[src/crc_pkg.sv]
`default_nettype none

package crc_pkg;

	//////////////////////////////////////////////////
	// Register map
	//////////////////////////////////////////////////

	// Word offsets decoded from HADDR[4:2]
	localparam logic [2:0] crc_dr_addr   = 3'd0;
	localparam logic [2:0] crc_idr_addr  = 3'd1;
	localparam logic [2:0] crc_cr_addr   = 3'd2;
	localparam logic [2:0] crc_init_addr = 3'd4;
	localparam logic [2:0] crc_pol_addr  = 3'd5;

	// Only NONSEQ starts a transfer, SEQ and BUSY are ignored
	localparam logic [1:0] htrans_idle   = 2'b00;
	localparam logic [1:0] htrans_nonseq = 2'b10;

	// Low two bits of HSIZE
	localparam logic [1:0] size_byte = 2'b00;
	localparam logic [1:0] size_half = 2'b01;
	localparam logic [1:0] size_word = 2'b10;

	//////////////////////////////////////////////////
	// Control register fields
	//////////////////////////////////////////////////

	// CR[4:3]
	typedef enum logic [1:0] {poly_32, poly_16, poly_8, poly_7} poly_size_t;

	// CR[6:5]
	typedef enum logic [1:0] {rev_none, rev_byte, rev_half, rev_word} rev_in_t;

	localparam int cr_reset_bit   = 0;
	localparam int cr_poly_lsb    = 3;
	localparam int cr_rev_in_lsb  = 5;
	localparam int cr_rev_out_bit = 7;

	// Values after reset
	localparam logic [31:0] init_reset_value = 32'hffff_ffff;
	localparam logic [31:0] poly_reset_value = 32'h04c1_1db7;

	// Deepest input buffer supported, sizes the credit count
	localparam int max_buffer_depth = 15;
	typedef logic [$clog2(max_buffer_depth + 1) - 1:0] credit_t;

endpackage

`default_nettype wire
[src/crc_ahb.sv]
`timescale 1ns/1ps
`default_nettype none

module crc_ahb
#(
	parameter int BUFFER_DEPTH = 2
)
(
	input  wire logic        HCLK,
	input  wire logic        HRESETn,
	input  wire logic        HSELx,
	input  wire logic [31:0] HADDR,
	input  wire logic [1:0]  HTRANS,
	input  wire logic        HWRITE,
	input  wire logic [2:0]  HSIZE,
	input  wire logic [31:0] HWDATA,
	input  wire logic        HREADY,
	output logic [31:0]      HRDATA,
	output logic             HREADYOUT,
	output logic             HRESP
);
	import crc_pkg::*;

	// Interface to buffer
	logic        push;
	logic [31:0] push_data;
	logic [1:0]  push_size;
	logic        credit_return;

	// Buffer to engine
	logic        word_valid;
	logic [31:0] word_data;
	logic [1:0]  word_size;
	logic        word_take;

	// Interface to engine
	logic        init_write;
	logic        poly_write;
	logic        chain_reset;
	logic [31:0] bus_wr;
	poly_size_t  poly_size;
	rev_in_t     rev_in;
	logic        rev_out;
	logic [31:0] crc_value;
	logic [31:0] init_value;
	logic [31:0] poly_value;
	logic        chain_busy;
	logic        reset_pending;

	//////////////////////////////////////////////////
	// Bus slave, buffer and engine
	//////////////////////////////////////////////////

	crc_host_interface #(.BUFFER_DEPTH(BUFFER_DEPTH)) host0 (
		.HCLK(HCLK), .HRESETn(HRESETn), .HSELx(HSELx), .HADDR(HADDR),
		.HTRANS(HTRANS), .HWRITE(HWRITE), .HSIZE(HSIZE), .HWDATA(HWDATA),
		.HREADY(HREADY), .credit_return(credit_return), .crc_value(crc_value),
		.init_value(init_value), .poly_value(poly_value), .chain_busy(chain_busy),
		.reset_pending(reset_pending), .HRDATA(HRDATA), .HREADYOUT(HREADYOUT),
		.HRESP(HRESP), .push(push), .push_data(push_data), .push_size(push_size),
		.init_write(init_write), .poly_write(poly_write), .chain_reset(chain_reset),
		.bus_wr(bus_wr), .poly_size(poly_size), .rev_in(rev_in), .rev_out(rev_out)
	);

	crc_input_buffer #(.BUFFER_DEPTH(BUFFER_DEPTH)) buffer0 (
		.HCLK(HCLK), .HRESETn(HRESETn), .push(push), .push_data(push_data),
		.push_size(push_size), .word_take(word_take), .word_valid(word_valid),
		.word_data(word_data), .word_size(word_size), .credit_return(credit_return)
	);

	crc_engine engine0 (
		.HCLK(HCLK), .HRESETn(HRESETn), .word_valid(word_valid),
		.word_data(word_data), .word_size(word_size), .init_write(init_write),
		.poly_write(poly_write), .chain_reset(chain_reset), .bus_wr(bus_wr),
		.poly_size(poly_size), .rev_in(rev_in), .rev_out(rev_out),
		.word_take(word_take), .crc_value(crc_value), .init_value(init_value),
		.poly_value(poly_value), .chain_busy(chain_busy),
		.reset_pending(reset_pending)
	);

endmodule

`default_nettype wire

[src/crc_engine.sv]
`timescale 1ns/1ps
`default_nettype none

module crc_engine
(
	input  wire logic                HCLK,
	input  wire logic                HRESETn,
	input  wire logic                word_valid,
	input  wire logic [31:0]         word_data,
	input  wire logic [1:0]          word_size,
	input  wire logic                init_write,
	input  wire logic                poly_write,
	input  wire logic                chain_reset,
	input  wire logic [31:0]         bus_wr,
	input  wire crc_pkg::poly_size_t poly_size,
	input  wire crc_pkg::rev_in_t    rev_in,
	input  wire logic                rev_out,
	output logic                     word_take,
	output logic [31:0]              crc_value,
	output logic [31:0]              init_value,
	output logic [31:0]              poly_value,
	output logic                     chain_busy,
	output logic                     reset_pending
);
	import crc_pkg::*;

	logic [31:0] init_q;
	logic [31:0] poly_q;
	logic [31:0] crc_q;
	// Bytes still to fold, next one in the top byte
	logic [31:0] shift_q;
	logic [2:0]  bytes_left;
	logic        reset_req;
	logic        busy;
	logic [31:0] width_mask;
	logic [4:0]  width_shift;
	rev_in_t     eff_rev;
	logic [31:0] reversed;
	logic [31:0] taken_word;
	logic [2:0]  taken_bytes;

	//////////////////////////////////////////////////
	// Helpers
	//////////////////////////////////////////////////

	// Bit reversal inside bytes, halfwords or the whole word
	function automatic logic [31:0] reverse_bits(input logic [31:0] d, input rev_in_t mode);
		logic [31:0] r;
		for (int i = 0; i < 32; i++)
		begin
			case (mode)
				rev_byte: r[i] = d[(i & ~7) + 7 - (i & 7)];
				rev_half: r[i] = d[(i & ~15) + 15 - (i & 15)];
				rev_word: r[i] = d[31 - i];
				default:  r[i] = d[i];
			endcase
		end
		return r;
	endfunction

	// One byte into the CRC, MSB first, right-aligned in the mask
	function automatic logic [31:0] crc_byte(
		input logic [31:0] crc,
		input logic [7:0]  data,
		input logic [31:0] poly,
		input logic [31:0] mask
	);
		logic [31:0] c;
		logic [31:0] top;
		logic        fb;
		c   = crc & mask;
		top = mask & ~(mask >> 1);
		for (int i = 7; i >= 0; i--)
		begin
			fb = ((c & top) != '0) ^ data[i];
			c  = (c << 1) & mask;
			if (fb)
				c = c ^ (poly & mask);
		end
		return c;
	endfunction

	// Active width from CR
	always_comb
	begin
		case (poly_size)
			poly_16: width_shift = 5'd16;
			poly_8:  width_shift = 5'd24;
			poly_7:  width_shift = 5'd25;
			default: width_shift = 5'd0;
		endcase
	end

	// Mask of the active width, right-aligned
	assign width_mask = 32'hffff_ffff >> width_shift;

	//////////////////////////////////////////////////
	// Word intake
	//////////////////////////////////////////////////

	// Reversal never spans wider than the transfer itself
	always_comb
	begin
		eff_rev = rev_in;
		if ((word_size == size_byte) && (rev_in != rev_none))
			eff_rev = rev_byte;
		else if ((word_size == size_half) && (rev_in == rev_word))
			eff_rev = rev_half;
	end

	assign reversed = reverse_bits(word_data, eff_rev);

	// Valid bytes moved to the top so the MS byte goes first
	always_comb
	begin
		case (word_size)
			size_byte:
			begin
				taken_word  = {reversed[7:0], 24'h0};
				taken_bytes = 3'd1;
			end
			size_half:
			begin
				taken_word  = {reversed[15:0], 16'h0};
				taken_bytes = 3'd2;
			end
			// Word, the spare code treated alike
			default:
			begin
				taken_word  = reversed;
				taken_bytes = 3'd4;
			end
		endcase
	end

	assign busy      = (bytes_left != 3'd0);
	assign word_take = word_valid && !busy;

	//////////////////////////////////////////////////
	// Sequencing
	//////////////////////////////////////////////////

	always_ff @(posedge HCLK)
	begin
		if (!HRESETn)
		begin
			bytes_left <= 3'd0;
			reset_req  <= 1'b0;
		end
		else
		begin
			if (word_take)
				bytes_left <= taken_bytes;
			else if (busy)
				bytes_left <= bytes_left - 1'b1;
			// Reload waits for the queue to drain
			if (chain_reset)
				reset_req <= 1'b1;
			else if (reset_req && !busy && !word_valid)
				reset_req <= 1'b0;
		end
	end

	always_ff @(posedge HCLK)
	begin
		if (word_take)
			shift_q <= taken_word;
		else if (busy)
			shift_q <= shift_q << 8;
	end

	// INIT, POL and the running CRC
	always_ff @(posedge HCLK)
	begin
		if (!HRESETn)
		begin
			init_q <= init_reset_value;
			poly_q <= poly_reset_value;
			crc_q  <= init_reset_value;
		end
		else
		begin
			if (init_write)
				init_q <= bus_wr;
			if (poly_write)
				poly_q <= bus_wr;
			if (busy)
				crc_q <= crc_byte(crc_q, shift_q[31:24], poly_q, width_mask);
			else if (reset_req && !word_valid)
				crc_q <= init_q & width_mask;
		end
	end

	// Output reversal over the active width only
	assign crc_value = rev_out ? (reverse_bits(crc_q & width_mask, rev_word) >> width_shift)
	                           : (crc_q & width_mask);

	assign init_value    = init_q;
	assign poly_value    = poly_q;
	// A pending reload counts as busy for DR reads
	assign chain_busy    = busy || reset_req;
	assign reset_pending = reset_req;

endmodule

`default_nettype wire

[src/crc_input_buffer.sv]
`timescale 1ns/1ps
`default_nettype none

module crc_input_buffer
#(
	parameter int BUFFER_DEPTH = 2
)
(
	input  wire logic        HCLK,
	input  wire logic        HRESETn,
	input  wire logic        push,
	input  wire logic [31:0] push_data,
	input  wire logic [1:0]  push_size,
	input  wire logic        word_take,
	output logic             word_valid,
	output logic [31:0]      word_data,
	output logic [1:0]       word_size,
	output logic             credit_return
);
	import crc_pkg::*;

	// A depth of one still needs a one bit pointer
	localparam int PTR_W = (BUFFER_DEPTH > 1) ? $clog2(BUFFER_DEPTH) : 1;

	logic [31:0]      data_mem [BUFFER_DEPTH];
	logic [1:0]       size_mem [BUFFER_DEPTH];
	logic [PTR_W-1:0] wr_ptr;
	logic [PTR_W-1:0] rd_ptr;
	credit_t          fill;
	logic             pop;

	// Wrap at the depth, which need not be a power of two
	function automatic logic [PTR_W-1:0] next_ptr(input logic [PTR_W-1:0] ptr);
		if (ptr == PTR_W'(BUFFER_DEPTH - 1))
			return '0;
		return ptr + 1'b1;
	endfunction

	assign pop = word_take && word_valid;

	// Slot storage
	always_ff @(posedge HCLK)
	begin
		if (push)
		begin
			data_mem[wr_ptr] <= push_data;
			size_mem[wr_ptr] <= push_size;
		end
	end

	// Pointers and fill level
	always_ff @(posedge HCLK)
	begin
		if (!HRESETn)
		begin
			wr_ptr <= '0;
			rd_ptr <= '0;
			fill   <= '0;
		end
		else
		begin
			if (push)
				wr_ptr <= next_ptr(wr_ptr);
			if (pop)
				rd_ptr <= next_ptr(rd_ptr);
			if (push && !pop)
				fill <= fill + 1'b1;
			else if (pop && !push)
				fill <= fill - 1'b1;
		end
	end

	// Head of queue, empty when word_valid is low
	assign word_valid    = (fill != '0);
	assign word_data     = data_mem[rd_ptr];
	assign word_size     = size_mem[rd_ptr];
	assign credit_return = pop;

endmodule

`default_nettype wire

[src/crc_host_interface.sv]
`timescale 1ns/1ps
`default_nettype none

module crc_host_interface
#(
	parameter int BUFFER_DEPTH = 2
)
(
	input  wire logic                HCLK,
	input  wire logic                HRESETn,
	input  wire logic                HSELx,
	input  wire logic [31:0]         HADDR,
	input  wire logic [1:0]          HTRANS,
	input  wire logic                HWRITE,
	input  wire logic [2:0]          HSIZE,
	input  wire logic [31:0]         HWDATA,
	input  wire logic                HREADY,
	input  wire logic                credit_return,
	input  wire logic [31:0]         crc_value,
	input  wire logic [31:0]         init_value,
	input  wire logic [31:0]         poly_value,
	input  wire logic                chain_busy,
	input  wire logic                reset_pending,
	output logic [31:0]              HRDATA,
	output logic                     HREADYOUT,
	output logic                     HRESP,
	output logic                     push,
	output logic [31:0]              push_data,
	output logic [1:0]               push_size,
	output logic                     init_write,
	output logic                     poly_write,
	output logic                     chain_reset,
	output logic [31:0]              bus_wr,
	output crc_pkg::poly_size_t      poly_size,
	output crc_pkg::rev_in_t         rev_in,
	output logic                     rev_out
);
	import crc_pkg::*;

	// Address phase held over into the data phase
	logic [2:0] haddr_pp;
	logic [1:0] hsize_pp;
	logic [1:0] htrans_pp;
	logic       hwrite_pp;
	logic       hselx_pp;

	logic       sample_bus;
	logic       write_en;
	logic       read_en;
	logic       dr_write;
	logic       dr_read;
	logic       init_req;
	logic       cr_write;
	logic       idr_write;
	logic       read_wait;
	logic [7:0] idr_q;
	credit_t    credits;

	//////////////////////////////////////////////////
	// Address phase pipeline
	//////////////////////////////////////////////////

	// Host back-pressure or our own wait state freezes the pipeline
	assign sample_bus = HREADY && HREADYOUT;

	always_ff @(posedge HCLK)
	begin
		if (!HRESETn)
		begin
			hselx_pp  <= 1'b0;
			htrans_pp <= htrans_idle;
		end
		else if (sample_bus)
		begin
			hselx_pp  <= HSELx;
			htrans_pp <= HTRANS;
		end
	end

	always_ff @(posedge HCLK)
	begin
		if (sample_bus)
		begin
			haddr_pp  <= HADDR[4:2];
			hsize_pp  <= HSIZE[1:0];
			hwrite_pp <= HWRITE;
		end
	end

	// Data phase decode
	assign write_en  = hselx_pp && (htrans_pp == htrans_nonseq) && hwrite_pp;
	assign read_en   = hselx_pp && (htrans_pp == htrans_nonseq) && !hwrite_pp;
	assign dr_write  = write_en && (haddr_pp == crc_dr_addr);
	assign dr_read   = read_en && (haddr_pp == crc_dr_addr);
	assign init_req  = write_en && (haddr_pp == crc_init_addr);
	assign cr_write  = write_en && (haddr_pp == crc_cr_addr);
	assign idr_write = write_en && (haddr_pp == crc_idr_addr);

	// Data words go to the buffer only against a credit
	assign push       = dr_write && (credits != '0);
	assign push_data  = HWDATA;
	assign push_size  = hsize_pp;
	assign bus_wr     = HWDATA;
	assign poly_write = write_en && (haddr_pp == crc_pol_addr);
	// INIT must not change under a reload still waiting in the engine
	assign init_write = init_req && !reset_pending;
	assign chain_reset = cr_write && HWDATA[cr_reset_bit];

	//////////////////////////////////////////////////
	// Credits
	//////////////////////////////////////////////////

	// One credit per free buffer slot
	always_ff @(posedge HCLK)
	begin
		if (!HRESETn)
			credits <= credit_t'(BUFFER_DEPTH);
		else if (push && !credit_return)
			credits <= credits - 1'b1;
		else if (credit_return && !push)
			credits <= credits + 1'b1;
	end

	// Any credit out means a word still sits in the buffer
	assign read_wait = chain_busy || (credits != credit_t'(BUFFER_DEPTH));

	// Wait states
	assign HREADYOUT = !((dr_write && (credits == '0)) ||
	                     (dr_read && read_wait) ||
	                     (init_req && reset_pending));

	// Never an error response
	assign HRESP = 1'b0;

	//////////////////////////////////////////////////
	// Control and scratch registers
	//////////////////////////////////////////////////

	// CR[0] is a pulse only, nothing stored
	always_ff @(posedge HCLK)
	begin
		if (!HRESETn)
		begin
			poly_size <= poly_32;
			rev_in    <= rev_none;
			rev_out   <= 1'b0;
		end
		else if (cr_write)
		begin
			poly_size <= poly_size_t'(HWDATA[cr_poly_lsb +: 2]);
			rev_in    <= rev_in_t'(HWDATA[cr_rev_in_lsb +: 2]);
			rev_out   <= HWDATA[cr_rev_out_bit];
		end
	end

	// Scratch byte, host use only
	always_ff @(posedge HCLK)
	begin
		if (!HRESETn)
			idr_q <= 8'h00;
		else if (idr_write)
			idr_q <= HWDATA[7:0];
	end

	// Read mux on the registered offset
	always_comb
	begin
		case (haddr_pp)
			crc_dr_addr:   HRDATA = crc_value;
			crc_idr_addr:  HRDATA = {24'h0, idr_q};
			crc_cr_addr:   HRDATA = {24'h0, rev_out, rev_in, poly_size, 3'b000};
			crc_init_addr: HRDATA = init_value;
			crc_pol_addr:  HRDATA = poly_value;
			default:       HRDATA = 32'h0;
		endcase
	end

endmodule

`default_nettype wire

[config.mk]
export PLATFORM = sky130hd
export DESIGN_NAME = crc_ahb
export DESIGN_NICKNAME = d
export VERILOG_FILES = /design/src/crc_pkg.sv /design/src/crc_ahb.sv /design/src/crc_engine.sv /design/src/crc_input_buffer.sv /design/src/crc_host_interface.sv
export SDC_FILE = /design/constraint.sdc
export NUM_CORES = 1
export LEC_CHECK = 0
export BUFFER_PORTS_ARGS = -buffer_cell sky130_fd_sc_hd__buf_4
export CORE_UTILIZATION = 39
export CTS_BUF_LIST = sky130_fd_sc_hd__clkbuf_16
export CTS_CLUSTER_DIAMETER = 40
export DETAILED_ROUTE_END_ITERATION = 12
export PLACE_DENSITY = 0.63
export SYNTH_ARGS = -nofsm -noshare
export SYNTH_HDL_FRONTEND = slang
export SYNTH_SLANG_ARGS = --single-unit
[constraint.sdc]
create_clock -name HCLK -period 13.5 [get_ports HCLK]
set_input_delay 1.35 -clock HCLK [delete_from_list [all_inputs] [get_ports HCLK]]
set_output_delay 1.35 -clock HCLK [all_outputs]
set_load 0.01 [all_outputs]
==> Yosys cells after proc, flatten, opt, wreduce, memory -nomap -nowiden <==
Memories as Yosys holds them, arrays and structs flattened. A register that Yosys moved wholly into a read port is not among the register bits.
Cells that the tools add are included.
{ "word_totals": {"ff_bits": 164, "latch_bits": 0, "mem_bits_rw": 68, "rom_bits": 0, "out_inout_bits": 34, "mem_count": 2} }
{ "mem_list": {"columns": ["name", "depth", "width", "rd", "rd_ports_with_merged_regs", "wr", "line_no", "rtl"], "rows": [
  ["buffer0.data_mem", 2, 32, 1, 1, 1, "crc_input_buffer.sv:25", "logic [31:0] data_mem [BUFFER_DEPTH];"],
  ["buffer0.size_mem", 2, 2, 1, 1, 1, "crc_input_buffer.sv:26", "logic [1:0] size_mem [BUFFER_DEPTH];"]
]} }
{ "op_classes": {"addsub": 7, "mul": 0, "div_mod_pow": 0, "n_lt_le_gt_ge": 0, "eq_ne": 14, "shifts": 2, "mux": 89, "bitwise_logic": 37, "reduce_logical": 55} }
{ "ops": {"columns": ["op", "n"], "rows": [
  ["$mux 32", 27],
  ["$and 32x32->32", 20],
  ["$reduce_bool 32->1", 8],
  ["$xor 32x32->32", 8],
  ["$pmux 32 s5", 1],
  ["$pmux 1 s3", 32],
  ["$pmux 32 s2", 1],
  ["$not 31->32", 1],
  ["$shr 32x5->32", 1],
  ["$shr 32x5->32 const A", 1],
  ["$logic_and 1x1->1", 25],
  ["$mux 1", 18],
  ["$mux 4", 4],
  ["$pmux 5 s3", 1],
  ["$eq 2x2->1 const B", 6],
  ["$reduce_bool 2->1", 5],
  ["$add 4x1->4 const B", 2],
  ["$reduce_bool 4->1", 2],
  ["$sub 4x1->4 const B", 2],
  ["$xor 1x1->1", 8],
  ["$logic_not 1->1", 7],
  ["$eq 2x1->1 const B", 3],
  ["$eq 3x3->1 const B", 2],
  ["$mux 3", 2],
  ["12 further kinds", 17]
]} }

==> Logic depth before layout (Yosys ltp) <==
{ "depth": {"depth_word": 52, "depth_mapped": 33, "ltp_nobuf": 26} }

==> Cells and area by module <==
Synthesis repeated with hierarchy kept, for this count alone.
{ "unflattened": {"hier_cells": 1972, "hier_area_um2": 16966.3} }
{ "modules_own_cells": {"columns": ["mod", "instances", "cells_per_inst", "area_per_inst_um2", "seq_area_each_um2"], "rows": [
  ["crc_engine", 1, 1534, 11588.6, 2962.8],
  ["crc_input_buffer", 1, 145, 2825.2, 2182.1],
  ["crc_host_interface", 1, 293, 2552.4, 580.6]
]} }

==> Least setup slack after synthesis <==
Ideal clock, no wire load.
{ "synth_timing": {"path_type": "reg-to-reg", "startpoint": "register host0.poly_size[0]", "endpoint": "register engine0.crc_q[1]", "setup_time_ps": 114, "t_arrival_ps": 7990, "t_required_ps": 13386, "slack_ps": 5396, "path_stages_with_launch": 31, "cell_sequence": "dfxtp_1 buf_2 mux2i_4 mux2i_1 mux2_4 or3_4 and3_4 or2_1 a311o_1 nor3_2 mux2_4 mux2i_1 nor4_4 mux2i_1 mux2i_1 or2_1 clkbuf_1 o211a_1 o21a_1 or2_4 or4_4 buf_6 and3_1 xor2_1 mux2i_1 o2111ai_1 or3_1 buf_2 nand2_1 mux4_2 a21bo_1"} }
{ "synth_via": {"elab_chain_cells": 52, "elab_cells_between_ends": 74, "classes_between": "eq/ne (3); shift (1); mux (25); bitwise (37); reduce/logical (8)"} }
{ "synth_rtl": {"columns": ["item", "line_no", "rtl"], "rows": [
  ["start, declared", "crc_host_interface.sv:34", "output crc_pkg::poly_size_t poly_size,"],
  ["start signal, assigned", "crc_host_interface.sv:144", "poly_size <= poly_32;"],
  ["start signal, assigned", "crc_host_interface.sv:150", "poly_size <= poly_size_t'(HWDATA[cr_poly_lsb +: 2]);"],
  ["$eq 2x2->1 or $eq 2x1->1 (tied branches)", "crc_engine.sv:86", "case (poly_size)"],
  ["$pmux 5 s3 (*)", "crc_engine.sv:86", null],
  ["$shr 32x5->32 (*)", "crc_engine.sv:95", "assign width_mask = 32'hffff_ffff >> width_shift;"],
  ["$not 31->32", "crc_engine.sv:72", "top = mask & ~(mask >> 1);"],
  ["$and 32x32->32", "crc_engine.sv:72", null],
  ["$and 32x32->32", "crc_engine.sv:75", "fb = ((c & top) != '0) ^ data[i];"],
  ["$reduce_bool 32->1", "crc_engine.sv:75", null],
  ["$xor 1x1->1", "crc_engine.sv:75", null],
  ["(+36 left out)", null, null],
  ["$mux 32", "crc_engine.sv:77", "if (fb)"],
  ["$mux 32", "crc_engine.sv:187", "if (busy)"],
  ["$mux 32", "crc_engine.sv:175", "if (!HRESETn)"],
  ["$and 32x32->32", "crc_engine.sv:75", null],
  ["$reduce_bool 32->1", "crc_engine.sv:75", null],
  ["$xor 1x1->1", "crc_engine.sv:75", null],
  ["$mux 32", "crc_engine.sv:77", null],
  ["$mux 32 (*)", "crc_engine.sv:187", null],
  ["end signal, assigned", "crc_engine.sv:179", "crc_q <= init_reset_value;"],
  ["end signal, assigned", "crc_engine.sv:188", "crc_q <= crc_byte(crc_q, shift_q[31:24], poly_q, width_mask);"],
  ["end signal, assigned", "crc_engine.sv:190", "crc_q <= init_q & width_mask;"],
  ["end, declared", "crc_engine.sv:29", "logic [31:0] crc_q;"]
]} }
Every way passes the cells marked *; elsewhere a longest branch is shown, timed or not. The select of a mux whose other input is x is not followed.
A chain may end at the register's enable or synchronous reset.

==> Worst setup path after layout <==
{ "layout_timing": {"startpoint": "register host0.poly_size[0]", "endpoint": "register engine0.crc_q[31]"} }
The elaborated chain is that of the path after synthesis.

==> results.md <==
Outcome:
- The run finished with clean final reports.

Global routing:
- The maximum number of pins on one net before global-route repair is 89.
- The number of global-route vias before repair is 14703.
- The number of antenna violations at the first check in global routing was 0.
- The first-pass GRT wire length is 88.0 mm.
- The global-route usage over all layers is 25.6%.
- The global-route congestion overflow total is 0.

Power and ir drop:
- The maximum VDD drop is 0.000129 V.
- Dividing total power by cell area gives a power density of 246 nW/um^2.
- The analysis attributes to cell leakage a power of 7.12 nW.
- The design draws 0.00469 W.

Timing:
- The final clock period utilization by the worst path is 77.0%.
- Setup violations remaining at the end of the flow were counted as 0.
- The final worst clock skew is 33.3 ps.
- Across all hold checks on the routed design, the worst slack comes to 448 ps.
- The time the final worst path needs with I/O delays and setup is 10400 ps.
- For the pin with the worst max-slew slack, the measured transition is 1290 ps.
- Adding up every negative setup slack in the final design gives 0 ps.
- The number of slew-limit violations in the final report was 0.
- Static timing analysis puts the maximum clock frequency at 96.2 MHz.
- The number of endpoints with negative hold slack in the final report is 0.
- The normalized max-slew margin is 14.2%.
- Setup repair after global routing left no endpoint under its margin.

Die:
- The floorplan step set the die height to 210 microns.
- For this configuration, the core starts out at a cell density of 39.9%.
- The floorplan step defined a die boundary enclosing 44300 sq um.
- The region available for standard cell placement spans 42400 sq um.
- Pin placement for this block handled 108 I/O pins.
- The die width is 210 microns.
- The number of core rows is 75.

Clocking:
- In this run, post-CTS repair resized a total of 0 instances.
- For this design, the sink count on the clock tree is 233.
- The number of setup buffers added after CTS is 0.
- The clock tree synthesis step divided the H-tree into 2 levels.
- In this run the deepest clock path goes through 3 buffers.
- The worst-skew pair later-pin latency is 540 ps.
- The number of clock buffers inserted by TritonCTS is 40.
- The clock root buffer is sky130_fd_sc_hd__clkbuf_16.
- The hold buffer count at CTS is 0.
- The clock transition time at the flip-flop clock pins of the worst setup and hold paths is 50 ps.
- TritonCTS built the clock tree.

Yosys:
- The number of standard cells after synthesis is 2119.
- The number of enable-type register cells in the synthesized netlist is 106.
- The synthesis-stage register bit count is 233.
- The count of unique library cells instantiated by Yosys is 94.
- When the netlist entered floorplanning its net count stood at 2202.
- Ranked by total cell area, the synthesized netlist is headed by sky130_fd_sc_hd__edfxtp_1 (19%), sky130_fd_sc_hd__dfxtp_1 (15%), sky130_fd_sc_hd__nand2_1 (11%).
- The cell area after synthesis is 16900 sq um.
- The warning count from the yosys run is 0.
- The synthesized design spends more area on one cell type than any other, namely sky130_fd_sc_hd__edfxtp_1.
- Summing the sequential cell areas from Yosys gives 33.8% of the chip area.
- Of the post-synthesis cell area, the dominant cell type holds 18.8%.
- The fraction of registers with async set or reset after synthesis is 0%.
- The average footprint of a synthesized cell is 7.99 sq um.
- In the synthesized netlist the dominant register cell turns out to be sky130_fd_sc_hd__dfxtp_1.

Critical path:
- The worst endpoint required time is 13930 ps.
- The startpoint type of the worst setup path is a register.
- In this run the worst setup path terminates at engine0.crc_q[31].
- The slack of the worst reg-to-reg path is 3100 ps.
- Counting buffers and inverters, the worst setup path is 27 cells deep.
- The most numerous cell type found on the critical path is sky130_fd_sc_hd__mux2i_1.
- Data arrives at the worst endpoint at 10820 ps.
- The standard cell with the maximum stage delay on the critical path is sky130_fd_sc_hd__dfxtp_1.
- The most critical setup path has its startpoint at host0.poly_size[0].
- The source of the worst register-to-register timing path is host0.poly_size[0].
- The worst register-to-register path ends at engine0.crc_q[31].
- The number of buffer and inverter stages on the critical path is 1.
- The cell family contributing the most delay on the critical path is simple AND/OR/NAND/NOR gates.
- The type of the setup path with the least slack is reg -> reg.
- The longest individual stage delay on the worst path is 910 ps.
- Of all nets on the critical path, the largest fanout is 17.
- The number of cell instances on the worst register-to-register path is 27.
- STA classifies the critical path endpoint as a register.

Finish:
- The fraction of final layout cells sized beyond drive strength 1 is 12.2%.
- The final net count is 2173.
- From synthesis to final layout, the design area changed by 12.8%.
- The antenna diode count is 0.
- The final-layout fill cell count is 4243.

Routing:
- In the routed layout, each cell is associated on average with a via count of 5.92.
- Dividing the detail-routed wire length by the instance count gives 21.3 microns.
- In this run the remaining antenna-violating nets after routing total 0.
- The starting DRC count in detailed routing is 1881.
- After detailed routing, the number of remaining DRC violations is 0.
- The total wire length after detailed routing is 57.6 mm.
- The first detailed-routing pass took 5 iterations.
- The final route contains 15974 vias.

Placement:
- The congestion estimate from routability-driven global placement came to 0.924.
- In this run the tool buffered the top-level ports with 76 buffer cells.
- The total half-perimeter wirelength after legalization and detailed placement is 41.0 mm.

Hold path:
- The worst hold-check path type is reg -> reg.

Flow run:
- The max-cap violation count is 0.
-- per-layer routing --
metal	wire length, microns	track usage [%]	share of wire (%)	vias to the layer above
met4	2300	10.4	4.0	0
li1	-	-	-	7373
met1	24600	35.0	43	7666
met2	25700	40.0	45	810
met5	0	0	0	-
met3	5010	4.13	8.7	125
-- logic make-up after synthesis --
group | count (synthesis) | share of synthesized area (%)
other | 1 | 0.0221
AOI/OAI and AO/OA | 427 | 16.7
xor gates and xnor gates | 209 | 10.9
DFF | 233 | 33.8
and+or+nand+nor | 904 | 24.0
buffers and inverters | 209 | 4.89
muxes | 127 | 8.94
adders and majority gates | 9 | 0.754
-- worst reg2reg max path, stage by stage, from the launching register on --
cell and delay (ps):
sky130_fd_sc_hd__dfxtp_1 910, sky130_fd_sc_hd__buf_4 420, sky130_fd_sc_hd__mux2i_4 410, sky130_fd_sc_hd__mux2i_1 270, sky130_fd_sc_hd__mux2_4 360, sky130_fd_sc_hd__or3_4 400, sky130_fd_sc_hd__and3_4 200, sky130_fd_sc_hd__or2_1 220
sky130_fd_sc_hd__a311o_1 360, sky130_fd_sc_hd__nor3_2 460, sky130_fd_sc_hd__mux2_4 370, sky130_fd_sc_hd__mux2i_1 160, sky130_fd_sc_hd__nor4_4 530, sky130_fd_sc_hd__mux2i_1 370, sky130_fd_sc_hd__mux2i_1 150, sky130_fd_sc_hd__or2_1 310
sky130_fd_sc_hd__nor3_1 330, sky130_fd_sc_hd__nor3_1 110, sky130_fd_sc_hd__or2_4 290, sky130_fd_sc_hd__o31ai_2 580, sky130_fd_sc_hd__nand4_1 290, sky130_fd_sc_hd__a41oi_2 310, sky130_fd_sc_hd__or2_1 520, sky130_fd_sc_hd__nand3_1 310
sky130_fd_sc_hd__a221o_1 500, sky130_fd_sc_hd__nor2_4 500, sky130_fd_sc_hd__mux4_2 580, sky130_fd_sc_hd__o311ai_1 90
-- cells in the final DEF, fill, tap and decap left out, types with 28 or more instances in the layout --
master and n:
sky130_fd_sc_hd__buf_4 111, sky130_fd_sc_hd__clkbuf_16 40, sky130_fd_sc_hd__mux2i_1 85, sky130_fd_sc_hd__a21boi_0 30, sky130_fd_sc_hd__edfxtp_1 106, sky130_fd_sc_hd__nand3_1 122, sky130_fd_sc_hd__inv_1 28, sky130_fd_sc_hd__nor2_1 108
sky130_fd_sc_hd__a21oi_1 92, sky130_fd_sc_hd__nand2_1 503, sky130_fd_sc_hd__dfxtp_1 125, sky130_fd_sc_hd__o21ai_0 109, sky130_fd_sc_hd__xnor2_1 155, sky130_fd_sc_hd__xor2_1 49
-- report_power, final --
group,leakage (nW),internal (W),switching [W]
clock network,0.636,0.000577,0.000389
logic,4.43,0.00111,0.00160
registers,2.05,0.000863,0.000150
total,7.12,0.00255,0.00214
-- final cells by class --
| type | instances | area [sq um] | share of cell area, % |
|---|---|---|---|
| multi-input cells | 1677 | 10400 | 54.6 |
| repair buffers | 111 | 833 | 4.36 |
| inverters | 27 | 101 | 0.530 |
| clock inverters | 34 | 284 | 1.49 |
| flip-flops and latches | 233 | 5730 | 30.0 |
| clock buffers | 40 | 1000 | 5.24 |
| well taps | 577 | 722 | 3.78 |
-- synth_stat cells (all sizes together) (11+ instances only) --
| cell type | n |
|---|---|
| o21ai | 113 |
| nand2b | 18 |
| and3 | 18 |
| buf | 33 |
| o211ai | 20 |
| mux4 | 15 |
| or2 | 11 |
| nor2b | 19 |
| a21oi | 93 |
| nor2 | 111 |
| nor4 | 12 |
| mux2i | 87 |
| xor2 | 51 |
| clkbuf | 149 |
| nor3 | 23 |
| mux2 | 25 |
| and2 | 18 |
| nand2 | 504 |
| a22oi | 26 |
| edfxtp | 106 |
| nand3 | 123 |
| inv | 26 |
| dfxtp | 127 |
| xnor2 | 157 |
| a21boi | 31 |
| a211oi | 15 |
| o31ai | 18 |
| a31oi | 17 |
-- worst min path at each step --
| stage | startpoint | end | slack [ps] | depth (start not counted) |
|---|---|---|---|---|
| global route | host0.push_size[1] | buffer0.size_mem[0][1] | 470 | 0 |
| floorplan | host0.push_size[0] | buffer0.size_mem[0][0] | 420 | 0 |
| global placement | host0.push_size[0] | buffer0.size_mem[0][0] | 430 | 0 |
| detailed placement | host0.push_size[1] | buffer0.size_mem[1][1] | 430 | 0 |
| CTS | host0.push_size[1] | buffer0.size_mem[1][1] | 440 | 0 |
| finish | host0.push_size[1] | buffer0.size_mem[1][1] | 450 | 0 |
-- state kept, by name (all words and copies together), names as in the netlist, 3 cells and up, named ones only --
signal / count
buffer0.data_mem: 64
engine0.init_value: 32
host0.idr_q: 8
engine0.poly_value: 32
host0.haddr_pp: 3
engine0.crc_q: 32
engine0.bytes_left: 3
buffer0.fill: 4
buffer0.size_mem: 4
engine0.shift_q: 32
host0.credits: 4
-- per-stage QoR --
stage	util [%]	cell area, sq um	std cells	setup WS [ps]
after global routing	45.0	19100	2699	2570
after floorplan	-	16900	2119	5400
after CTS	45.0	19100	2699	3250
after detailed placement	42.0	17800	2625	3250
after global placement	42.0	17800	2625	3420
final	45.0	19100	2699	3100
Power figures use the tool's default switching activity.
